<file path="config.mk">
export PLATFORM = sky130hd
export DESIGN_NAME = aluUnit
export DESIGN_NICKNAME = d
export VERILOG_FILES = /design/src/logic/mipsPkg.sv /design/src/logic/aluUnit.sv
export VERILOG_INCLUDE_DIRS = /design/src /design/src/logic
export SDC_FILE = /design/constraint.sdc
export NUM_CORES = 1
export LEC_CHECK = 0
export BUFFER_PORTS_ARGS = -buffer_cell sky130_fd_sc_hd__buf_2
export CAP_MARGIN = 25
export CORE_ASPECT_RATIO = 0.9
export CORE_MARGIN = 1
export CORE_UTILIZATION = 40
export DETAILED_ROUTE_END_ITERATION = 6
export PLACE_DENSITY = 0.61
export SLEW_MARGIN = 20
export SYNTH_ARGS = -nofsm -noshare
export SYNTH_HDL_FRONTEND = slang
export SYNTH_SLANG_ARGS = --single-unit
</file>
<file path="constraint.sdc">
create_clock -name vclk -period 6.77
set_input_delay 0.677 -clock vclk [all_inputs]
set_output_delay 0.677 -clock vclk [all_outputs]
set_load 0.01 [all_outputs]
</file>
<file path="src/logic/mips_settings.svh">
`ifndef MIPS_SETTINGS_SVH
`define MIPS_SETTINGS_SVH

`define MIPS_WORD_BITS      32
`define MIPS_MEM_WORDS      256
`define MIPS_MEM_ADDR_BITS  8   // Word index, byte address bits 9:2
`define MIPS_REG_ADDR_BITS  5

// Primary opcodes, instruction bits 31:26
`define MIPS_OP_RTYPE  6'b000000
`define MIPS_OP_ADDI   6'b001000
`define MIPS_OP_ANDI   6'b001100
`define MIPS_OP_ORI    6'b001101
`define MIPS_OP_LUI    6'b001111
`define MIPS_OP_LW     6'b100011
`define MIPS_OP_SW     6'b101011
`define MIPS_OP_BEQ    6'b000100

// R-type funct field, instruction bits 5:0
`define MIPS_FN_ADD   6'b100000
`define MIPS_FN_SUB   6'b100010
`define MIPS_FN_AND   6'b100100
`define MIPS_FN_OR    6'b100101
`define MIPS_FN_XOR   6'b100110
`define MIPS_FN_NOR   6'b100111
`define MIPS_FN_SLT   6'b101010
`define MIPS_FN_SLTU  6'b101011

`endif

</file>
<file path="src/logic/mipsPkg.sv">
`include "mips_settings.svh"

package mipsPkg;

	typedef logic [`MIPS_WORD_BITS-1:0]     wordT;     // Data or instruction word
	typedef logic [`MIPS_REG_ADDR_BITS-1:0] regAddrT;
	typedef logic [`MIPS_MEM_ADDR_BITS-1:0] memIndexT; // Word index into memory
	typedef logic [`MIPS_WORD_BITS-1:0]     byteAddrT; // PC and store addresses

	typedef enum logic [3:0] {
		aluAdd,
		aluSub,
		aluAnd,
		aluOr,
		aluXor,
		aluNor,
		aluSlt,   // Signed compare
		aluSltu,  // Unsigned compare
		aluLui
	} aluOpT;

	// One pass per instruction always starts and ends in seqFetch
	typedef enum logic [2:0] {
		seqFetch,
		seqDecode,
		seqExecute,
		seqWriteBack,
		seqMemWrite,
		seqMemRead,
		seqLoadWriteBack
	} seqStateT;

endpackage

</file>
<file path="src/logic/aluUnit.sv">
`timescale 1ns/10ps

module aluUnit (
	input  mipsPkg::aluOpT aluOp,
	input  mipsPkg::wordT  operandA,
	input  mipsPkg::wordT  operandB,
	output mipsPkg::wordT  aluResult,
	output logic           aluZero
);

	mipsPkg::wordT sum;
	mipsPkg::wordT difference;
	logic          lessSigned;
	logic          lessUnsigned;

	assign sum          = operandA + operandB;
	assign difference   = operandA - operandB;
	assign lessSigned   = $signed(operandA) < $signed(operandB);
	assign lessUnsigned = operandA < operandB;

	always_comb begin
		case (aluOp)
			mipsPkg::aluAdd: begin
				aluResult = sum;  // Wraps, no overflow trap
			end
			mipsPkg::aluSub: begin
				aluResult = difference;
			end
			mipsPkg::aluAnd: begin
				aluResult = operandA & operandB;
			end
			mipsPkg::aluOr: begin
				aluResult = operandA | operandB;
			end
			mipsPkg::aluXor: begin
				aluResult = operandA ^ operandB;
			end
			mipsPkg::aluNor: begin
				aluResult = ~(operandA | operandB);
			end
			mipsPkg::aluSlt: begin
				aluResult = {31'b0, lessSigned};
			end
			mipsPkg::aluSltu: begin
				aluResult = {31'b0, lessUnsigned};
			end
			mipsPkg::aluLui: begin
				aluResult = {operandB[15:0], 16'b0};  // Low half cleared
			end
			default: begin
				aluResult = '0;
			end
		endcase
	end

	// beq runs a subtract, so this flags equal operands
	assign aluZero = (aluResult == '0);

endmodule

</file>
; After elaboration in Yosys (flattened, before gate mapping)
; Index checks and enable logic that the tools add are counted.
[totals]
input_bits = 68
output_inout_bits = 33
ff_bits = 0
[classes]
n_bitwise = 4
addsub = 2
n_lt_le_gt_ge = 2
mux = 1
n_reduce_logical = 2
eq_ne = 8
[ops]
columns = cell, count
row1 = one-hot mux 32 bit (9 select lines), 1
row2 = less-than comparator 32 bit, 2
row3 = adder 32 bit, 1
row4 = bitwise AND 32 bit, 1
row5 = zero test 32 bit, 1
row6 = inverter 32 bit, 1
row7 = bitwise OR 32 bit, 1
row8 = subtractor 32 bit, 1
row9 = bitwise XOR 32 bit, 1
row10 = "== test 4 x 3 -> 1 bit, second input constant", 4
row11 = "== test 4 x 2 -> 1 bit, second input constant", 2
row12 = "== test 4 x 1 -> 1 bit, second input constant", 1
row13 = "== test 4 bit, second input constant", 1
row14 = zero test 4 bit, 1

; Depth between registers and ports, before layout
[logic_depth]
word_depth = 4
mapped_depth = 14
mapped_depth_nobuf = 14

; Least setup slack after synthesis
; Ideal clock, no wire load.
[synth_path]
path_kind = input-to-output
start = input port operandA[1]
end = output port aluZero
setup_slack_ns = 2.194
arrival_ns = 3.899
path_stages = 13
required_ns = 6.093
cell_sequence = inv_1 ha_1 o21ba_1 or4_4 a2111oi_4 o21ai_2 a2111oi_4 o21bai_1 a31o_1 mux2_2 a2111oi_0 nor4bb_1 and4bb_1
[synth_via]
elab_chain_len = 4
[synth_rtl]
columns = element, line
row1 = "start, declared", aluUnit.sv:5  ; input mipsPkg::wordT operandA,
row2 = "parallel branches: the longest is 2 deep, another holds subtractor 32 bit", --
row3 = one-hot mux 32 bit (9 select lines) *, aluUnit.sv:22  ; case (aluOp)
row4 = zero test 32 bit *, aluUnit.sv:57  ; assign aluZero = (aluResult == '0);
row5 = "end, declared", aluUnit.sv:8  ; output logic aluZero
; Every way passes the cells marked *.

; Worst setup path after layout
[layout_path]
start = input port operandB[7]
end = output port aluZero
[layout_via]
elab_chain_len = 4
[layout_rtl]
columns = element, line
row1 = "start, declared", aluUnit.sv:6  ; input mipsPkg::wordT operandB,
row2 = "parallel branches: the longest is 2 deep, another holds subtractor 32 bit", --
row3 = one-hot mux 32 bit (9 select lines) *, aluUnit.sv:22
row4 = zero test 32 bit *, aluUnit.sv:57
; Marks and branches as above.

==> results.sh <==
export IMPL_status="complete, no violations"
export IMPL_antenna_found_initial=0
export IMPL_hold_buffers=0
export IMPL_gp_congestion=1.02
export IMPL_vias=7651
export IMPL_wl_per_cell_um=21.7
export IMPL_cp_slowest_stage_delay_ns=0.72
export IMPL_netlist_instances=932
export IMPL_nets=1149
export IMPL_post_cts_repair_setup_buffers=0
export IMPL_synth_area_um2=6160
export IMPL_synth_area_leaders="ha_1 20%, a21oi_1 8.0%, inv_1 5.7%"
export IMPL_finalNonFillerCells=1179
export IMPL_crit_chain="buf_2 > inv_1 > ha_1 > nor2b_1 > a2111oi_0 > a21oi_1 > o21ai_1 > o211ai_1 > mux2i_1 > o21ai_0 > o21bai_1 > a2111oi_0 > nor4bb_1 > and4bb_1 > buf_2"
export IMPL_syn2layout_area_growth_pct=8.21
export IMPL_first_pass_iters=5
export IMPL_io_pins=101
export IMPL_placed_cells=1179
export IMPL_nClkBuffers=0
export IMPL_final_common_cell="buf_2"
export IMPL_num_antenna_cells=0
export IMPL_flops_and_latches=0
export IMPL_start_util_pct=41.4
export IMPL_tightest_slew_ns=0.971
export IMPL_synth_fp_nets=1098
export IMPL_min_path_type="in2out"
export IMPL_arrival_ns=5.04
export IMPL_grt_pass1_wl_mm=38.7
export IMPL_hold_violations=0
export IMPL_fin_crit_sh_pct=84.5
export IMPL_p_leak_nw=3.02
export IMPL_layout_common_cells="101 x buf_2, 98 x a21oi_1, 96 x ha_1, 93 x inv_1, 83 x nor2_1"
export IMPL_drv_slew=0
export IMPL_grt_setup_unrepaired="no"
export IMPL_place_port_buffers=101
export IMPL_required_ns=6.09
export IMPL_yosys_area_top_type="ha_1"
export IMPL_grt_overflow=0
export IMPL_die_h_um=120
export IMPL_crit_path_end_kind="output port"
export IMPL_crit_type="in2out"
export IMPL_crit_buf_inv=3
export IMPL_grt_usage_pct=31.0
export IMPL_fill_cells=1609
export IMPL_cellPowerDensity_nw_per_um2=88.1
export IMPL_die_area_um2=15900
export IMPL_setup_viol_count_final=0
export IMPL_drive_gt1_share_pct=15.4
export IMPL_drt_wl_total_mm=25.6
export IMPL_critPathLaunchType="primary input"
export IMPL_setup_tns_ns=0
export IMPL_postRouteAntennaNets=0
export IMPL_die_x_um=133
export IMPL_min_period_ns=5.72
export IMPL_grt_max_degree=37
export IMPL_cp_max_fo=11
export IMPL_yosysUniqueCellTypes=88
export IMPL_fmax_ghz=0.175
export IMPL_num_rows=42
export IMPL_cts_resized=0
export IMPL_core_um2=14900
export IMPL_synth_top_cell_area_share_pct=19.5
export IMPL_ir_worst_vdd_uv=45.2
export IMPL_avgSynthCellArea_um2=6.61
export IMPL_hpwl_mm=19.8
export IMPL_crit_slowest_cell="a2111oi_0"
export IMPL_relSlewSlack_pct=35.2
export IMPL_crit_family="compound AO/OA/AOI/OAI gates"
export IMPL_maxCapViolCount=0
export IMPL_drtIter0Drc=1195
export IMPL_yosys_warnings=0
export IMPL_register_area_um2=0
export IMPL_drcViolationCount=0
export IMPL_ys_seq_area_share_pct=0
export IMPL_viasPerCell=6.49
export IMPL_grt_pass1_vias=6643
export IMPL_multi_input_area_um2=5480
area by class of cell:
type / instances / share of cell area [%]
multi-input cells: 777 / 82.3
well taps: 198 / 3.72
repair buffers: 111 / 8.72
inverters: 93 / 5.24
cell usage after synthesis (all sizes together) (11+ instances only):
master,number
a211oi,14
a21o,12
a21oi,98
a221oi,11
a22oi,13
a31oi,11
buf,11
clkbuf,50
ha,96
inv,93
nand2,75
nand2b,13
nand3,12
nor2,83
nor2b,18
nor3,22
o211ai,23
o21ai,53
o21bai,14
o221ai,17
metal layers:
metal / GRT usage, % / routed length (um) / up-vias
met5: 0 / 0 / -
met4: 8.55 / 851 / 0
met3: 4.18 / 2800 / 52
met2: 45.7 / 10400 / 489
met1: 46.3 / 11600 / 3579
li1: - / - / 3531
stage by stage:
| step | power, mW | hold WS [ns] | area (um^2) | setup slack, ns | util (%) |
|---|---|---|---|---|---|
| floorplan | 0.392 | 1.54 | 6160 | 2.19 | - |
| global placement | 0.566 | 1.89 | 6660 | 1.19 | 44.8 |
| detailed placement | 0.563 | 1.90 | 6660 | 1.19 | 44.8 |
| CTS | 0.566 | 1.90 | 6660 | 1.18 | 44.8 |
| global route | 0.630 | 1.96 | 6660 | 0.900 | 44.8 |
| finish | 0.587 | 1.94 | 6660 | 1.05 | 44.8 |
path summary, 6_finish.rpt:
path | from | slack [ns] | depth (start not counted) | end
min | operandB[1] | 1.94 | 4 | aluResult[17]
max | operandB[7] | 1.05 | 15 | aluZero
cell families (layout without fill, tap and decap cells):
| kind of cell | after synthesis | count (layout) | share of synthesized area, % |
|---|---|---|---|
| adders and majority gates | 98 | 98 | 20.2 |
| buffers and inverters | 155 | 204 | 11.4 |
| muxes | 9 | 9 | 1.52 |
| AOI/OAI and AO/OA | 358 | 358 | 40.4 |
| xor gates and xnor gates | 9 | 9 | 1.28 |
| and+or+nand+nor | 303 | 303 | 25.2 |
where the power goes:
part	leakage (nW)	internal, mW	total (mW)	switching (mW)
logic	3.02	0.210	0.587	0.377
clock network	0	0	0	0
registers	0	0	0	0
total	3.02	0.210	0.587	0.377
Power figures use the tool's default switching activity.
