[config.mk]
export PLATFORM = sky130hd
export DESIGN_NAME = registerFile
export DESIGN_NICKNAME = d
export VERILOG_FILES = /design/src/logic/mipsPkg.sv /design/src/logic/registerFile.sv
export VERILOG_INCLUDE_DIRS = /design/src /design/src/logic
export SDC_FILE = /design/constraint.sdc
export NUM_CORES = 1
export LEC_CHECK = 0
export BUFFER_PORTS_ARGS = -buffer_cell sky130_fd_sc_hd__buf_2
export CELL_PAD_IN_SITES_DETAIL_PLACEMENT = 0
export CELL_PAD_IN_SITES_GLOBAL_PLACEMENT = 2
export CORE_ASPECT_RATIO = 0.75
export CORE_MARGIN = 10
export CORE_UTILIZATION = 35
export DETAILED_ROUTE_END_ITERATION = 8
export PLACE_DENSITY_LB_ADDON = 0.1
export SETUP_SLACK_MARGIN = 0.05
export SKIP_LAST_GASP = 1
export SLEW_MARGIN = 10
export SYNTH_ARGS = -nofsm -noshare
export SYNTH_HDL_FRONTEND = slang
export SYNTH_SLANG_ARGS = --single-unit
[constraint.sdc]
create_clock -name CLK -period 4 [get_ports CLK]
set_clock_uncertainty 0.2 [all_clocks]
set_input_delay 0.6 -clock CLK [delete_from_list [all_inputs] [get_ports CLK]]
set_output_delay 0.6 -clock CLK [all_outputs]
set_load 0.1 [all_outputs]
[src/logic/mips_settings.svh]
`ifndef MIPS_SETTINGS_SVH
`define MIPS_SETTINGS_SVH

`define MIPS_WORD_BITS      32
`define MIPS_MEM_WORDS      256
`define MIPS_MEM_ADDR_BITS  8   // Word index, byte address bits 9:2
`define MIPS_REG_ADDR_BITS  5

// Primary opcodes, instruction bits 31:26
`define MIPS_OP_RTYPE  6'b000000
`define MIPS_OP_ADDI   6'b001000
`define MIPS_OP_ANDI   6'b001100
`define MIPS_OP_ORI    6'b001101
`define MIPS_OP_LUI    6'b001111
`define MIPS_OP_LW     6'b100011
`define MIPS_OP_SW     6'b101011
`define MIPS_OP_BEQ    6'b000100

// R-type funct field, instruction bits 5:0
`define MIPS_FN_ADD   6'b100000
`define MIPS_FN_SUB   6'b100010
`define MIPS_FN_AND   6'b100100
`define MIPS_FN_OR    6'b100101
`define MIPS_FN_XOR   6'b100110
`define MIPS_FN_NOR   6'b100111
`define MIPS_FN_SLT   6'b101010
`define MIPS_FN_SLTU  6'b101011

`endif

[src/logic/mipsPkg.sv]
`include "mips_settings.svh"

package mipsPkg;

	typedef logic [`MIPS_WORD_BITS-1:0]     wordT;     // Data or instruction word
	typedef logic [`MIPS_REG_ADDR_BITS-1:0] regAddrT;
	typedef logic [`MIPS_MEM_ADDR_BITS-1:0] memIndexT; // Word index into memory
	typedef logic [`MIPS_WORD_BITS-1:0]     byteAddrT; // PC and store addresses

	typedef enum logic [3:0] {
		aluAdd,
		aluSub,
		aluAnd,
		aluOr,
		aluXor,
		aluNor,
		aluSlt,   // Signed compare
		aluSltu,  // Unsigned compare
		aluLui
	} aluOpT;

	// One pass per instruction always starts and ends in seqFetch
	typedef enum logic [2:0] {
		seqFetch,
		seqDecode,
		seqExecute,
		seqWriteBack,
		seqMemWrite,
		seqMemRead,
		seqLoadWriteBack
	} seqStateT;

endpackage

[src/logic/registerFile.sv]
`timescale 1ns/10ps

module registerFile (
	input  logic             CLK,
	input  mipsPkg::regAddrT readAddrA,
	input  mipsPkg::regAddrT readAddrB,
	output mipsPkg::wordT    rsData,
	output mipsPkg::wordT    rtData,
	input  mipsPkg::regAddrT writeAddr,
	input  logic             regWrite,
	input  logic             memToReg,
	input  mipsPkg::wordT    aluResult,
	input  mipsPkg::wordT    readData
);

	mipsPkg::wordT regs [0:31];
	mipsPkg::wordT writeValue;

	assign writeValue = memToReg ? readData : aluResult;  // Loaded word or ALU result

	always_ff @(posedge CLK) begin
		if (regWrite && writeAddr != '0)
			regs[writeAddr] <= writeValue;
	end

	// Register 0 is never written, so force its reads
	assign rsData = (readAddrA == '0) ? '0 : regs[readAddrA];
	assign rtData = (readAddrB == '0) ? '0 : regs[readAddrB];

endmodule

# Word level (Yosys, flattened, before mapping)

Memories as Yosys holds them, arrays and structs flattened.
Cells that the tools add are included.

Flip-flop bits (word level): 0
Memory bits (writable): 1024
Input bits: 82
Output and inout port bits: 64
Logic and storage cells: 10
Memories kept: 1

Mux-type cells: 5
Reductions and logical operators: 4

Memory list:

| name | words | bits a word | rd ports | clocked after Yosys merged registers in | write ports | RTL line           | text |
|---|---|---|---|---|---|---|---|
| regs | 32    | 32          | 2        | 0                                       | 1           | registerFile.sv:16 | `mipsPkg::wordT regs [0:31];` |

Operators with widths:

| kind               | number |
|---|---|
| 32-bit two-way mux | 3 |
| 5-bit zero test    | 2 |
| 5-bit nonzero test | 1 |
| 1-bit two-way mux  | 2 |
| 1-bit logical AND  | 1 |

# Longest topological paths before layout

Depth after elaboration: 4
Mapped depth: 8
Depth with buffers taken out: 4

# Least setup slack after synthesis

OpenSTA, ideal clock, no wires.

Path kind: input-to-output
Start point: input port readAddrA[0]
End point: output port rsData[18]
Data arrival time: 4.107 ns
Required time: 3.200 ns
Setup slack: -0.907 ns
Stages: 7
Path buffers: 4
Cells stage by stage: buf_2 inv_1 buf_2 buf_2 clkbuf_1 o2111ai_1 a311oi_1

Cells in the longest elaborated chain, start to end: 2

Ends and longest elaborated chain:

| element                                               | RTL line           | text |
|---|---|---|
| start: declaration                                    | registerFile.sv:5  | `input mipsPkg::regAddrT readAddrA,` |
| memory 32 x 32 bit or 5-bit zero test (tied branches) | --                 |  |
| 32-bit two-way mux *                                  | registerFile.sv:27 | `assign rsData = (readAddrA == '0) ? '0 : regs[readAddrA];` |
| end: declaration                                      | registerFile.sv:7  | `output mipsPkg::wordT rsData,` |

Mark *: on every way between the ends. The rest lies on a longest branch, timed or not.

# Worst setup path after layout

Start point: input port readAddrB[1]
End point: output port rtData[6]

Cells in the longest elaborated chain, start to end: 2

Ends and longest elaborated chain:

| element                                               | RTL line           | text |
|---|---|---|
| start: declaration                                    | registerFile.sv:6  | `input mipsPkg::regAddrT readAddrB,` |
| memory 32 x 32 bit or 5-bit zero test (tied branches) | --                 |  |
| 32-bit two-way mux *                                  | registerFile.sv:28 | `assign rtData = (readAddrB == '0) ? '0 : regs[readAddrB];` |
| end: declaration                                      | registerFile.sv:8  | `output mipsPkg::wordT rtData,` |

Marked as above.

==> summary.md <==
| Metric | Value |
|---|---|
| Status | finished clean |
| 1st-iter DRT viols | roughly 3500 |
| Final nets | 2955 |
| Fin crit period | 3.80 ns |
| Post-Syn Instances | 2611 |
| Fin. Hold Viols | 0 |
| Tcrit/Tclk final | 94.9% |
| Ranking of synthesized cells by area | edfxtp_1, mux4_2, mux2i_1 |
| Delay-heaviest family, CP | buffers and inverters |
| Ys flop type | edfxtp_1 |
| Biggest regs | regs x1024 |
| Overall die width | 449 um |
| Synth Register Bits | slightly above 1000 |
| Drt via density | 6.17 |
| CP Class | in2out |
| Cts repair resizes | 0 |
| Final HPWL DP | 101 mm |
| EDFF count, synth | 1024 |
| Final Max Tran Viols | 0 |
| Grt met1 use | about a third |
| DRC Markers | 0 |
| Hold Buf Count CTS | 0 |
| Die height | approximately 340 um |
| Core Footprint | 0.136 mm2 |
| M3 GR Usage | 4.29% |
| Initial antenna violation count | 7 |
| Hold EP | regs[8][11] |
| Post-synth cell types | 37 |
| Max_cap viols | 0 |
| Cell Chain, Critical Path | buf_6, buf_4, or3b_1, buf_4, o221ai_1, a21oi_1, a211oi_2, buf_2 |
| Top-count cell post-synth | edfxtp_1 |
| Post-route ant nets | 0 |
| Asr flop ratio synth | 0% |
| Final wirelength | 181 mm |
| Post-layout worst setup margin | 0.203 ns |
| First-pass GRT wire length | 248 mm |
| Drt pass-1 iters | 5 |
| Initial Util | about 35% |
| Layout cell share with drive strength beyond 1 | 35.4% |
| Endpoints failing setup | 0 |
| Top fanout value on the critical path | 14 |
| Slew margin rel. | 20.5% |
| Total track usage | 23.0% |
| Syn_area_per_cell | 18.5 um2 |
| Fmax | between 0.2 and 0.3 GHz |
| Hold path depth | 2 |
| Longest Clk Path Bufs | 3 |
| Synth-to-Final Area Change | 20.3% |
| Total clock sinks | 1024 |
| Worst Hold Class | in2reg |
| RD Place Congestion | ~0.79 |
| Lkg Pwr | 19.2 nW |
| Row Count | 117 |
| Routed via count | 29730 |
| Yosys Warn Count | 0 |
| Startpoint Class | input pin |
| Critical Path Slowest Stage Cell | buf_2 |
| Cell Pwr Density | 458 mW/mm2 |
| Post-CTS setup buffer count | 0 |
| Worst Setup End Kind | primary output |
| Clock H-tree levels | 3 |
| RSZ-0062 raised after global routing | no |
| Buf+Inv Stages, Crit Path | 4 |
| GRT busiest layer | met2 |
| Buffers on Ports | roughly 150 |
| Worst hold path startpoint | aluResult[11] |
| Gr ovfl total | 0 |
| Max FFs per register | 1024 |
| Worst vdd rail ir drop | between 0.3 and 0.4 mV |
| Most flop-heavy register | regs |
| Synth top area share | about 64% |
| FILL cells | between 10000 and 15000 |
| Register area share after synthesis | 63.7% |
| Area leader, netlist | edfxtp_1 |
| Clk slew on worst S/H paths | 0.06 ns |
| WL per Instance | 37.7 um |
| Post-synth top cells | edfxtp_1, mux2i_1, mux4_2, clkbuf_1, nand2_1 |
| Largest stage delay, worst path | 0.52 ns |
| WHS | 0.452 ns |
| Worst Path Required | roughly 3.2 ns |
| Vias in the first global route | about 30000 |
| Post-Synthesis Cell Area | around 0.048 mm2 |
| CTS root buffer | clkbuf_16 |
| Dpl ws | 0.178 ns |
| CTS tree | yes |
| Worst-Margin Slew | 1.19 ns |
| Die area | 0.153 mm2 |
| M2 GR Usage | a little over a third |
| Num CTS Buffers | 111 |
| CP arrival | roughly 3.0 ns |
| Largest net degree at the start of global routing | 85 |
| Most Frequent Cell on Critical Path | buf_4 |
| Io pins | 146 |
[through the flow]
step	utilization (%)	TNS (ns)	area, um2	power (mW)	cells
after floorplan	-	-0.670	48800	14.4	2642
after global placement	39.7	0	54200	15.7	4604
after detailed placement	39.7	0	54200	15.8	4604
after CTS	42.6	0	58100	26.8	4814
after global routing	42.6	0	58100	27.4	4815
final	42.6	0	58100	26.6	4815
[power by group]
part	switching, mW	internal (mW)
registers	0.0745	12.1
logic	2.17	1.22
clock network	4.43	6.64
[worst max path at each step]
| stage | start | endpoint | slack [ns] | cells past startpoint |
|---|---|---|---|---|
| final | readAddrB[1] | rtData[6] | 0.20 | 8 |
| after CTS | readAddrB[1] | rtData[6] | 0.17 | 8 |
| after floorplan | readAddrB[2] | rtData[31] | -0.67 | 7 |
| after global placement | readAddrB[1] | rtData[6] | 0.16 | 8 |
| after detailed placement | readAddrB[1] | rtData[6] | 0.18 | 8 |
| after global routing | readAddrA[1] | rsData[11] | 0.12 | 8 |
[routing by layer]
metal  vias up  routed length [um]
met5         -                  13
met2      1543               81200
met3       276               13700
met1     16149               81800
met4         2                4830
li1      11760                   -
[logic make-up after synthesis]
logic type	share of synthesized area, %
DFF	63.7
and+or+nand+nor	2.27
muxes	25.7
AOI/OAI and AO/OA	5.93
buffers and inverters	2.47
other	0.00776
[final cells by class]
| class | count | area, um2 | share of cell area [%] |
|---|---|---|---|
| sequential | 1024 | 30700 | 52.9 |
| multi-input combinational | 1393 | 17100 | 29.5 |
| timing repair buffer | 341 | 3960 | 6.82 |
| clock buffer | 125 | 2920 | 5.02 |
| tap | 1844 | 2310 | 3.97 |
| clock inverter | 85 | 995 | 1.71 |
| inverter | 2 | 10.0 | 0.0172 |
| antenna | 1 | 2.50 | 0.00431 |
[cell usage in the layout (no fill, tap or decap), types with 33 or more instances in the layout]
cell | synthesis | routed
a22oi_1 | 64 | 64
buf_4 | 49 | 123
buf_12 | 0 | 126
mux4_1 | 48 | 48
a211oi_1 | 64 | 33
mux2i_1 | 320 | 320
clkbuf_16 | 0 | 115
mux2_2 | 96 | 96
nand2_1 | 99 | 99
buf_2 | 55 | 86
o21ai_0 | 47 | 47
nor2_4 | 0 | 36
mux4_2 | 304 | 304
edfxtp_1 | 1024 | 1024
o221ai_1 | 64 | 64
(Power assumes the default switching activity.)
