## config.mk

```make
export PLATFORM = sky130hd
export DESIGN_NAME = controlSequencer
export DESIGN_NICKNAME = d
export VERILOG_FILES = /design/src/logic/mipsPkg.sv /design/src/logic/controlSequencer.sv
export VERILOG_INCLUDE_DIRS = /design/src /design/src/logic
export SDC_FILE = /design/constraint.sdc
export NUM_CORES = 1
export LEC_CHECK = 0
export ABC_CLOCK_PERIOD_IN_PS = 7000
export BUFFER_PORTS_ARGS = -buffer_cell sky130_fd_sc_hd__buf_2
export CORE_MARGIN = 2
export CORE_UTILIZATION = 48
export CTS_CLUSTER_DIAMETER = 150
export DETAILED_ROUTE_END_ITERATION = 10
export GPL_TIMING_DRIVEN = 1
export MAX_ROUTING_LAYER = met4
export PLACE_DENSITY = 0.86
export SYNTH_ARGS = -nofsm -noshare
export SYNTH_HDL_FRONTEND = slang
export SYNTH_SLANG_ARGS = --single-unit
```

## constraint.sdc

```tcl
create_clock -name CLK -period 7 [get_ports CLK]
set_clock_uncertainty 0.1 [all_clocks]
set_input_delay 0.7 -clock CLK [delete_from_list [all_inputs] [get_ports CLK]]
set_output_delay 0.7 -clock CLK [all_outputs]
set_load 0.02 [all_outputs]
```

## src/logic/mips_settings.svh

```systemverilog
`ifndef MIPS_SETTINGS_SVH
`define MIPS_SETTINGS_SVH

`define MIPS_WORD_BITS      32
`define MIPS_MEM_WORDS      256
`define MIPS_MEM_ADDR_BITS  8   // Word index, byte address bits 9:2
`define MIPS_REG_ADDR_BITS  5

// Primary opcodes, instruction bits 31:26
`define MIPS_OP_RTYPE  6'b000000
`define MIPS_OP_ADDI   6'b001000
`define MIPS_OP_ANDI   6'b001100
`define MIPS_OP_ORI    6'b001101
`define MIPS_OP_LUI    6'b001111
`define MIPS_OP_LW     6'b100011
`define MIPS_OP_SW     6'b101011
`define MIPS_OP_BEQ    6'b000100

// R-type funct field, instruction bits 5:0
`define MIPS_FN_ADD   6'b100000
`define MIPS_FN_SUB   6'b100010
`define MIPS_FN_AND   6'b100100
`define MIPS_FN_OR    6'b100101
`define MIPS_FN_XOR   6'b100110
`define MIPS_FN_NOR   6'b100111
`define MIPS_FN_SLT   6'b101010
`define MIPS_FN_SLTU  6'b101011

`endif

```

## src/logic/mipsPkg.sv

```systemverilog
`include "mips_settings.svh"

package mipsPkg;

	typedef logic [`MIPS_WORD_BITS-1:0]     wordT;     // Data or instruction word
	typedef logic [`MIPS_REG_ADDR_BITS-1:0] regAddrT;
	typedef logic [`MIPS_MEM_ADDR_BITS-1:0] memIndexT; // Word index into memory
	typedef logic [`MIPS_WORD_BITS-1:0]     byteAddrT; // PC and store addresses

	typedef enum logic [3:0] {
		aluAdd,
		aluSub,
		aluAnd,
		aluOr,
		aluXor,
		aluNor,
		aluSlt,   // Signed compare
		aluSltu,  // Unsigned compare
		aluLui
	} aluOpT;

	// One pass per instruction always starts and ends in seqFetch
	typedef enum logic [2:0] {
		seqFetch,
		seqDecode,
		seqExecute,
		seqWriteBack,
		seqMemWrite,
		seqMemRead,
		seqLoadWriteBack
	} seqStateT;

endpackage

```

## src/logic/controlSequencer.sv

```systemverilog
`timescale 1ns/10ps
`include "mips_settings.svh"

module controlSequencer (
	input  logic              CLK,
	input  logic              reset,
	input  mipsPkg::wordT     readData,
	input  mipsPkg::wordT     aluResult,
	input  logic              aluZero,
	output mipsPkg::memIndexT memIndex,
	output logic              memWrite,
	output mipsPkg::aluOpT    aluOp,
	output mipsPkg::wordT     operandB,
	input  mipsPkg::wordT     rtData,
	output mipsPkg::regAddrT  readAddrA,
	output mipsPkg::regAddrT  readAddrB,
	output mipsPkg::regAddrT  writeAddr,
	output logic              regWrite,
	output logic              memToReg,
	output logic              storeValid
);

	mipsPkg::seqStateT state;
	mipsPkg::byteAddrT pc;
	mipsPkg::wordT     ir;
	logic [5:0]        opcode;
	logic [5:0]        funct;
	mipsPkg::wordT     signImm;
	mipsPkg::wordT     zeroImm;
	mipsPkg::byteAddrT pcPlus4;
	mipsPkg::byteAddrT branchTarget;
	logic              knownOp;    // Low for opcodes and functs outside the subset
	logic              dataAccess;

	assign opcode       = ir[31:26];
	assign funct        = ir[5:0];
	assign readAddrA    = ir[25:21];  // rs
	assign readAddrB    = ir[20:16];  // rt
	assign writeAddr    = (opcode == `MIPS_OP_RTYPE) ? ir[15:11] : ir[20:16];
	assign signImm      = {{16{ir[15]}}, ir[15:0]};
	assign zeroImm      = {16'b0, ir[15:0]};
	assign pcPlus4      = pc + 32'd4;
	assign branchTarget = pcPlus4 + {signImm[29:0], 2'b00};

	// Opcode and funct to ALU operation and second operand
	always_comb begin
		aluOp    = mipsPkg::aluAdd;
		operandB = signImm;  // addi, lw, sw
		knownOp  = 1'b1;
		case (opcode)
			`MIPS_OP_RTYPE: begin
				operandB = rtData;
				case (funct)
					`MIPS_FN_ADD:  aluOp = mipsPkg::aluAdd;
					`MIPS_FN_SUB:  aluOp = mipsPkg::aluSub;
					`MIPS_FN_AND:  aluOp = mipsPkg::aluAnd;
					`MIPS_FN_OR:   aluOp = mipsPkg::aluOr;
					`MIPS_FN_XOR:  aluOp = mipsPkg::aluXor;
					`MIPS_FN_NOR:  aluOp = mipsPkg::aluNor;
					`MIPS_FN_SLT:  aluOp = mipsPkg::aluSlt;
					`MIPS_FN_SLTU: aluOp = mipsPkg::aluSltu;
					default:       knownOp = 1'b0;
				endcase
			end
			`MIPS_OP_ADDI, `MIPS_OP_LW, `MIPS_OP_SW: aluOp = mipsPkg::aluAdd;
			`MIPS_OP_ANDI: begin
				aluOp    = mipsPkg::aluAnd;
				operandB = zeroImm;
			end
			`MIPS_OP_ORI: begin
				aluOp    = mipsPkg::aluOr;
				operandB = zeroImm;
			end
			`MIPS_OP_LUI: begin
				aluOp    = mipsPkg::aluLui;
				operandB = zeroImm;
			end
			`MIPS_OP_BEQ: begin
				aluOp    = mipsPkg::aluSub;  // Zero result means equal
				operandB = rtData;
			end
			default: knownOp = 1'b0;
		endcase
	end

	always_ff @(posedge CLK) begin
		if (reset) begin
			state <= mipsPkg::seqFetch;
			pc    <= '0;
			ir    <= '0;
		end else begin
			case (state)
				mipsPkg::seqFetch: state <= mipsPkg::seqDecode;
				mipsPkg::seqDecode: begin
					ir    <= readData;  // Word fetched last cycle
					state <= mipsPkg::seqExecute;
				end
				mipsPkg::seqExecute: begin
					pc <= (opcode == `MIPS_OP_BEQ && aluZero) ? branchTarget : pcPlus4;
					if (!knownOp || opcode == `MIPS_OP_BEQ)
						state <= mipsPkg::seqFetch;
					else if (opcode == `MIPS_OP_SW)
						state <= mipsPkg::seqMemWrite;
					else if (opcode == `MIPS_OP_LW)
						state <= mipsPkg::seqMemRead;
					else
						state <= mipsPkg::seqWriteBack;
				end
				mipsPkg::seqMemRead: state <= mipsPkg::seqLoadWriteBack;
				default: state <= mipsPkg::seqFetch;
			endcase
		end
	end

	assign dataAccess = (state == mipsPkg::seqMemWrite) || (state == mipsPkg::seqMemRead);
	assign memIndex   = dataAccess ? aluResult[`MIPS_MEM_ADDR_BITS+1:2]
	                               : pc[`MIPS_MEM_ADDR_BITS+1:2];
	assign memWrite   = (state == mipsPkg::seqMemWrite);
	assign storeValid = (state == mipsPkg::seqMemWrite);
	assign regWrite   = (state == mipsPkg::seqWriteBack) || (state == mipsPkg::seqLoadWriteBack);
	assign memToReg   = (state == mipsPkg::seqLoadWriteBack);

endmodule

```

======== Word level (Yosys, flattened, before mapping) ========
Cells that the tools add are included.
word-level totals
  input bits .............................. 99
  bits in registers ....................... 67
  output and inout bits ................... 63
cells by class
  muxes and demuxes ....................... 12
  $add $sub $neg .......................... 2
  reduce and logical (&&, ||, !) cells .... 11
  eq/ne operators ......................... 21
operators with widths
  operator                                                         number
  32-bit case mux with 2 select lines                              1
  6-bit == test, second input constant                             10
  32-bit by 3-bit adder with 32-bit output, second input constant  1
  32-bit adder                                                     1
  32-bit 2-to-1 mux                                                1
  6-bit by 4-bit == test with 1-bit output, second input constant  4
  3-bit case mux with 7 select lines                               1
  4-bit case mux with 5 select lines                               1
  3-bit case mux with 4 select lines                               1
  3-bit == test, second input constant                             3
  3-bit 2-to-1 mux                                                 3
  8-bit 2-to-1 mux                                                 1
  8-bit OR reduction                                               1
  7-bit OR reduction                                               1
  3-bit by 2-bit == test with 1-bit output, second input constant  2
  6-bit by 3-bit == test with 1-bit output, second input constant  1
  6-bit logical NOT                                                1
  5-bit 2-to-1 mux                                                 1
  3-bit by 1-bit == test with 1-bit output, second input constant  1
  3-bit logical NOT                                                1
  1-bit logical OR                                                 3
  3-bit OR reduction                                               1
  1-bit case mux with 2 select lines                               1
  2-bit OR reduction                                               1
  other kinds (3)                                                  3

======== Logic depth before layout (Yosys ltp) ========
  depth in word-level cells ............... 8
  mapped depth ............................ 11
  mapped depth without buffers ............ 11

======== Least setup slack after synthesis ========
OpenSTA, ideal clock, no wires.
  path kind ............................... flip-flop to flip-flop
  start ................................... register pc[3]
  end ..................................... register pc[9]
  path buffers ............................ 0
  arrival time ............................ 2.411 ns
  period minus slack after synthesis ...... 2.632 ns
  path slack .............................. 4.368 ns
  stages on the path, launching flop included .. 11
  path through ............................ dfxtp_1 ha_1 nand3_1 xnor2_1 ha_1 nand3_1 o211ai_1 nor4_1 a211oi_1 mux2i_1 mux2_2
between the ends
  cells in the longest elaborated chain, start to end .. 3
RTL lines
  item                                          RTL line                text
  start: declaration                            controlSequencer.sv:24  mipsPkg::byteAddrT pc;
  start signal: assignment                      controlSequencer.sv:99  pc <= (opcode == `MIPS_OP_BEQ && aluZero) ? branchTarget : pcPlus4;
  32-bit by 3-bit adder with 32-bit output (*)  controlSequencer.sv:42  assign pcPlus4 = pc + 32'd4;
  32-bit adder                                  controlSequencer.sv:43  assign branchTarget = pcPlus4 + {signImm[29:0], 2'b00};
  32-bit 2-to-1 mux (*)                         controlSequencer.sv:99
Every way passes the cells marked *; elsewhere a longest branch is shown, timed or not.
A chain may end at the register's enable or synchronous reset.

======== Worst setup path in the final report ========
  start ................................... register ir[31]
  end ..................................... output operandB[16]
between the ends
  cells in the longest elaborated chain, start to end .. 3
  elaborated cells between the ends (all ways) .. 8
  classes of those cells .................. eq/ne (4); mux (1); reduce/logical (3)
RTL lines
  item                                                                              RTL line                text
  start: declaration                                                                controlSequencer.sv:25  mipsPkg::wordT ir;
  start signal: assignment                                                          controlSequencer.sv:95  ir <= readData;
  6-bit by 4-bit == test with 1-bit output (tied with other cells)                  controlSequencer.sv:50  case (opcode)
  3-bit OR reduction (no source line) / 2-bit OR reduction (equally long branches)  --
  32-bit case mux with 2 select lines (*)                                           controlSequencer.sv:50
  end: declaration                                                                  controlSequencer.sv:13  output mipsPkg::wordT operandB,
Marked as above.

==> impl_summary.md <==
Worst setup path
STA puts the critical path data arrival time at roughly 2.5 ns. The largest single stage delay on the critical path is roughly 0.8 ns. STA classifies the critical path startpoint as a flop. Grouping stages by cell kind, the critical path spends the most delay in simple AND/OR/NAND/NOR gates.

The largest individual stage delay along the critical path comes from the cell nor2_1. The type of the worst setup path is flop to output port. STA classifies the critical path endpoint as an output port. Walking the worst path, the cells encountered are nor4_4 > nor2b_2 > buf_4 > nor2_1 > a21o_1 > buf_2. The critical path contains buffers and inverters numbering 2 combined. The required time of the worst setup path is between 6 and 7 ns.

The maximum fanout along the worst path is 34.

GRT
The first global-routing pass estimated around 12000 um of wire. The residual overflow from global routing is 0. The number of global-route vias before repair is roughly 2.6k. Entering global routing, the biggest net connects 46 pins. The initial antenna violation count is 0. In the global route stage, overall resource usage came out at 22.8%.

Place
The placer's final routability congestion estimate is slightly above 0.9. The minimum setup slack after placement is 3.99 ns. The HPWL reported at the end of detailed placement is 5560 um. The count of input and output buffers is about 140.

Timing
In this run the tightest slew margin relative to its limit is between 30% and 40%. For the pin with the worst max-slew slack, the measured transition is slightly below 1 ns. After layout, the worst setup slack is between 3 and 4 ns. The worst hold slack after final layout is between 0.3 and 0.4 ns. Derived from the worst setup path, the maximum achievable clock frequency is slightly above 300 MHz.

The final critical path takes up 46.5% of the cycle. The final number of hold-violating endpoints is 0. The final number of max-transition violations is 0. Summed over all failing endpoints, the final setup total negative slack is 0 ns.

Setup repair after global routing left no endpoint under its margin. The number of endpoints failing setup at the final stage is 0. For the finished layout, the period the worst path requires is approximately 3.3 ns.

Run status
The run finished with clean final reports.

CTS
Post-CTS repair changed the size of 0 cells. The clock transition at the register clock pins on the worst setup and hold paths after CTS is approximately 0.090 ns. The TritonCTS clock tree is yes.

The number of clock sinks is 43. The number of post-CTS setup repair buffers is 0. The H-tree depth is 2. For the worst-skew pair, the clock arrives at the later sink with an insertion delay of ~0.30 ns. The number of buffers created by CTS is 5. The tree is rooted in a clkbuf_8. The cts-stage hold buffer count is 0. Counting along the longest clock path gives a buffer depth of 2.

Power
The analysis attributes to cell leakage a power of between 1.5 and 2 nW. The peak ir drop on the vdd network is 240 uV. The power per cell area is about 360 mW/mm2.

Floorplan
The overall die width is 81.0 um. The standard cell core area is about 0.0058 mm2. The initial core utilization is 48.9%. The die is ~80 um tall. The die outline area is approximately 0.0066 mm2. Pin placement for this block handled 162 I/O pins. The initialized floorplan defines 28 standard-cell rows.

Drt
The routed layout has roughly 2.9k vias. The number of vias per cell is 5.28. The total iterations of the first detailed-routing run is 4.

The final routed wire length divided by cell count is between 10 and 15 um. The routed wire length is roughly 7300 um. The DRC violation count after routing is 0. The DRC marker count from the first detailed-route iteration is approximately 170. The remaining number of nets flagged by the antenna check after routing is 0.

Yosys
The cell area after synthesis is roughly 0.0028 mm2. Synthesis produced a netlist with a net count of between 400 and 500. The number of synthesized flops with an enable pin is 0. The total of flip-flops plus latches after synthesis is 43.

The sequential share of the synthesized area is about 30%. For this run, the number of Yosys warnings is 0. The share of synthesized registers carrying an async set or reset is 0%.

The number of different library cells used by synthesis comes to 47. The number of cells produced by synthesis is between 300 and 400. The average instance in the mapped netlist occupies between 7 and 8 um2. The flip-flop cell with the highest count after synthesis is dfxtp_1.

Layout
Leaving out fill and tap cells, the most frequent cell in the layout is buf_2. The count of inserted antenna diode cells is 0. In the layout the commonest cells are buf_2, nand2_1, dfxtp_1, a21oi_1, mux2_2. Relative to the synthesized area, the layout overhead comes to 25.4%. The share of final-layout standard cells stronger than drive strength 1 is roughly two fifths. The total number of nets in the final design is between 500 and 600.

Min path
The type of the worst min-delay path is flop to flop.

Run
The number of maximum-capacitance violations is 0.
## stage by stage
step                instances  util [%]  power (mW)  cell area [um2]
floorplan                 369         -       0.904             2850
global placement          547      59.4        1.07             3460
detailed placement        547      59.4        1.09             3460
CTS                       555      61.4        1.28             3570
global route              555      61.4        1.37             3570
finish                    555      61.4        1.27             3570
## final timing paths
path                              from      endpoint  slack [ns]  cells past startpoint
worst max-delay path            ir[31]  operandB[16]        3.74                      6
worst max register to register   pc[3]         pc[9]        3.92                     10
worst min-delay path            ir[25]        ir[25]        0.36                      2
worst min register to register  ir[25]        ir[25]        0.36                      2
## power by group
group          total (mW)  internal, mW  leakage, nW  switching [mW]
clock               0.197         0.106       0.0581          0.0904
sequential          0.355         0.295        0.351          0.0599
combinational       0.718         0.283         1.37           0.435
total                1.27         0.685         1.78           0.585
## per-layer routing
| metal | wire length, um | vias up | GRT usage (%) |
|---|---|---|---|
| li1 | - | 1485 | - |
| met1 | 3060 | 1335 | 27.8 |
| met2 | 3700 | 98 | 38.7 |
| met3 | 460 | 15 | 3.89 |
| met4 | 123 | 0 | 7.12 |
| met5 | 0 | - | - |
## synthesized netlist by cell type, drive strengths merged (4+ instances only)
cell / n / area [um2]
clkbuf: 19 / 71.3
xnor2: 6 / 52.6
mux2: 29 / 327
buf: 17 / 118
nor2: 13 / 48.8
nand2b: 5 / 31.3
xor2: 6 / 52.6
o21ai: 17 / 85.1
nand3b: 5 / 37.5
nor2b: 6 / 37.5
nand3: 13 / 70.1
dfxtp: 43 / 861
a21o: 18 / 135
ha: 8 / 100
a21oi: 40 / 200
nand2: 86 / 323
nor4: 4 / 40.0
## registers in the layout, indices dropped and copies added (netlist names)
name	cells
pc	8
ir	32
state	3
## logic make-up after synthesis
logic type | count (synthesis) | share of synthesized area (%)
AO/OA/AOI/OAI | 90 | 18.9
flip-flops | 43 | 30.3
adder cells (fa/ha/maj) | 9 | 4.22
AND/OR/NAND/NOR | 146 | 24.1
multiplexers | 30 | 11.8
XOR/XNOR | 12 | 3.69
buffers and inverters | 39 | 7.04
## worst reg2reg max path: cells and delay by family (launching register included)
| family | cells | cell delay (ns) |
|---|---|---|
| DFF | 1 | 0.40 |
| muxes | 2 | 0.58 |
| adders and majority gates | 2 | 0.63 |
| xor gates and xnor gates | 1 | 0.31 |
| AOI/OAI and AO/OA | 2 | 0.56 |
| and+or+nand+nor | 3 | 0.40 |
## cell type report
class,count,area [um2]
multi-input cells,287,1790
repair buffers,139,701
clock buffers,5,68.8
well taps,75,93.8
clock inverters,3,43.8
inverters,3,11.3
fillers,551,2250
flip-flops and latches,43,861
Power figures use the tool's default switching activity.
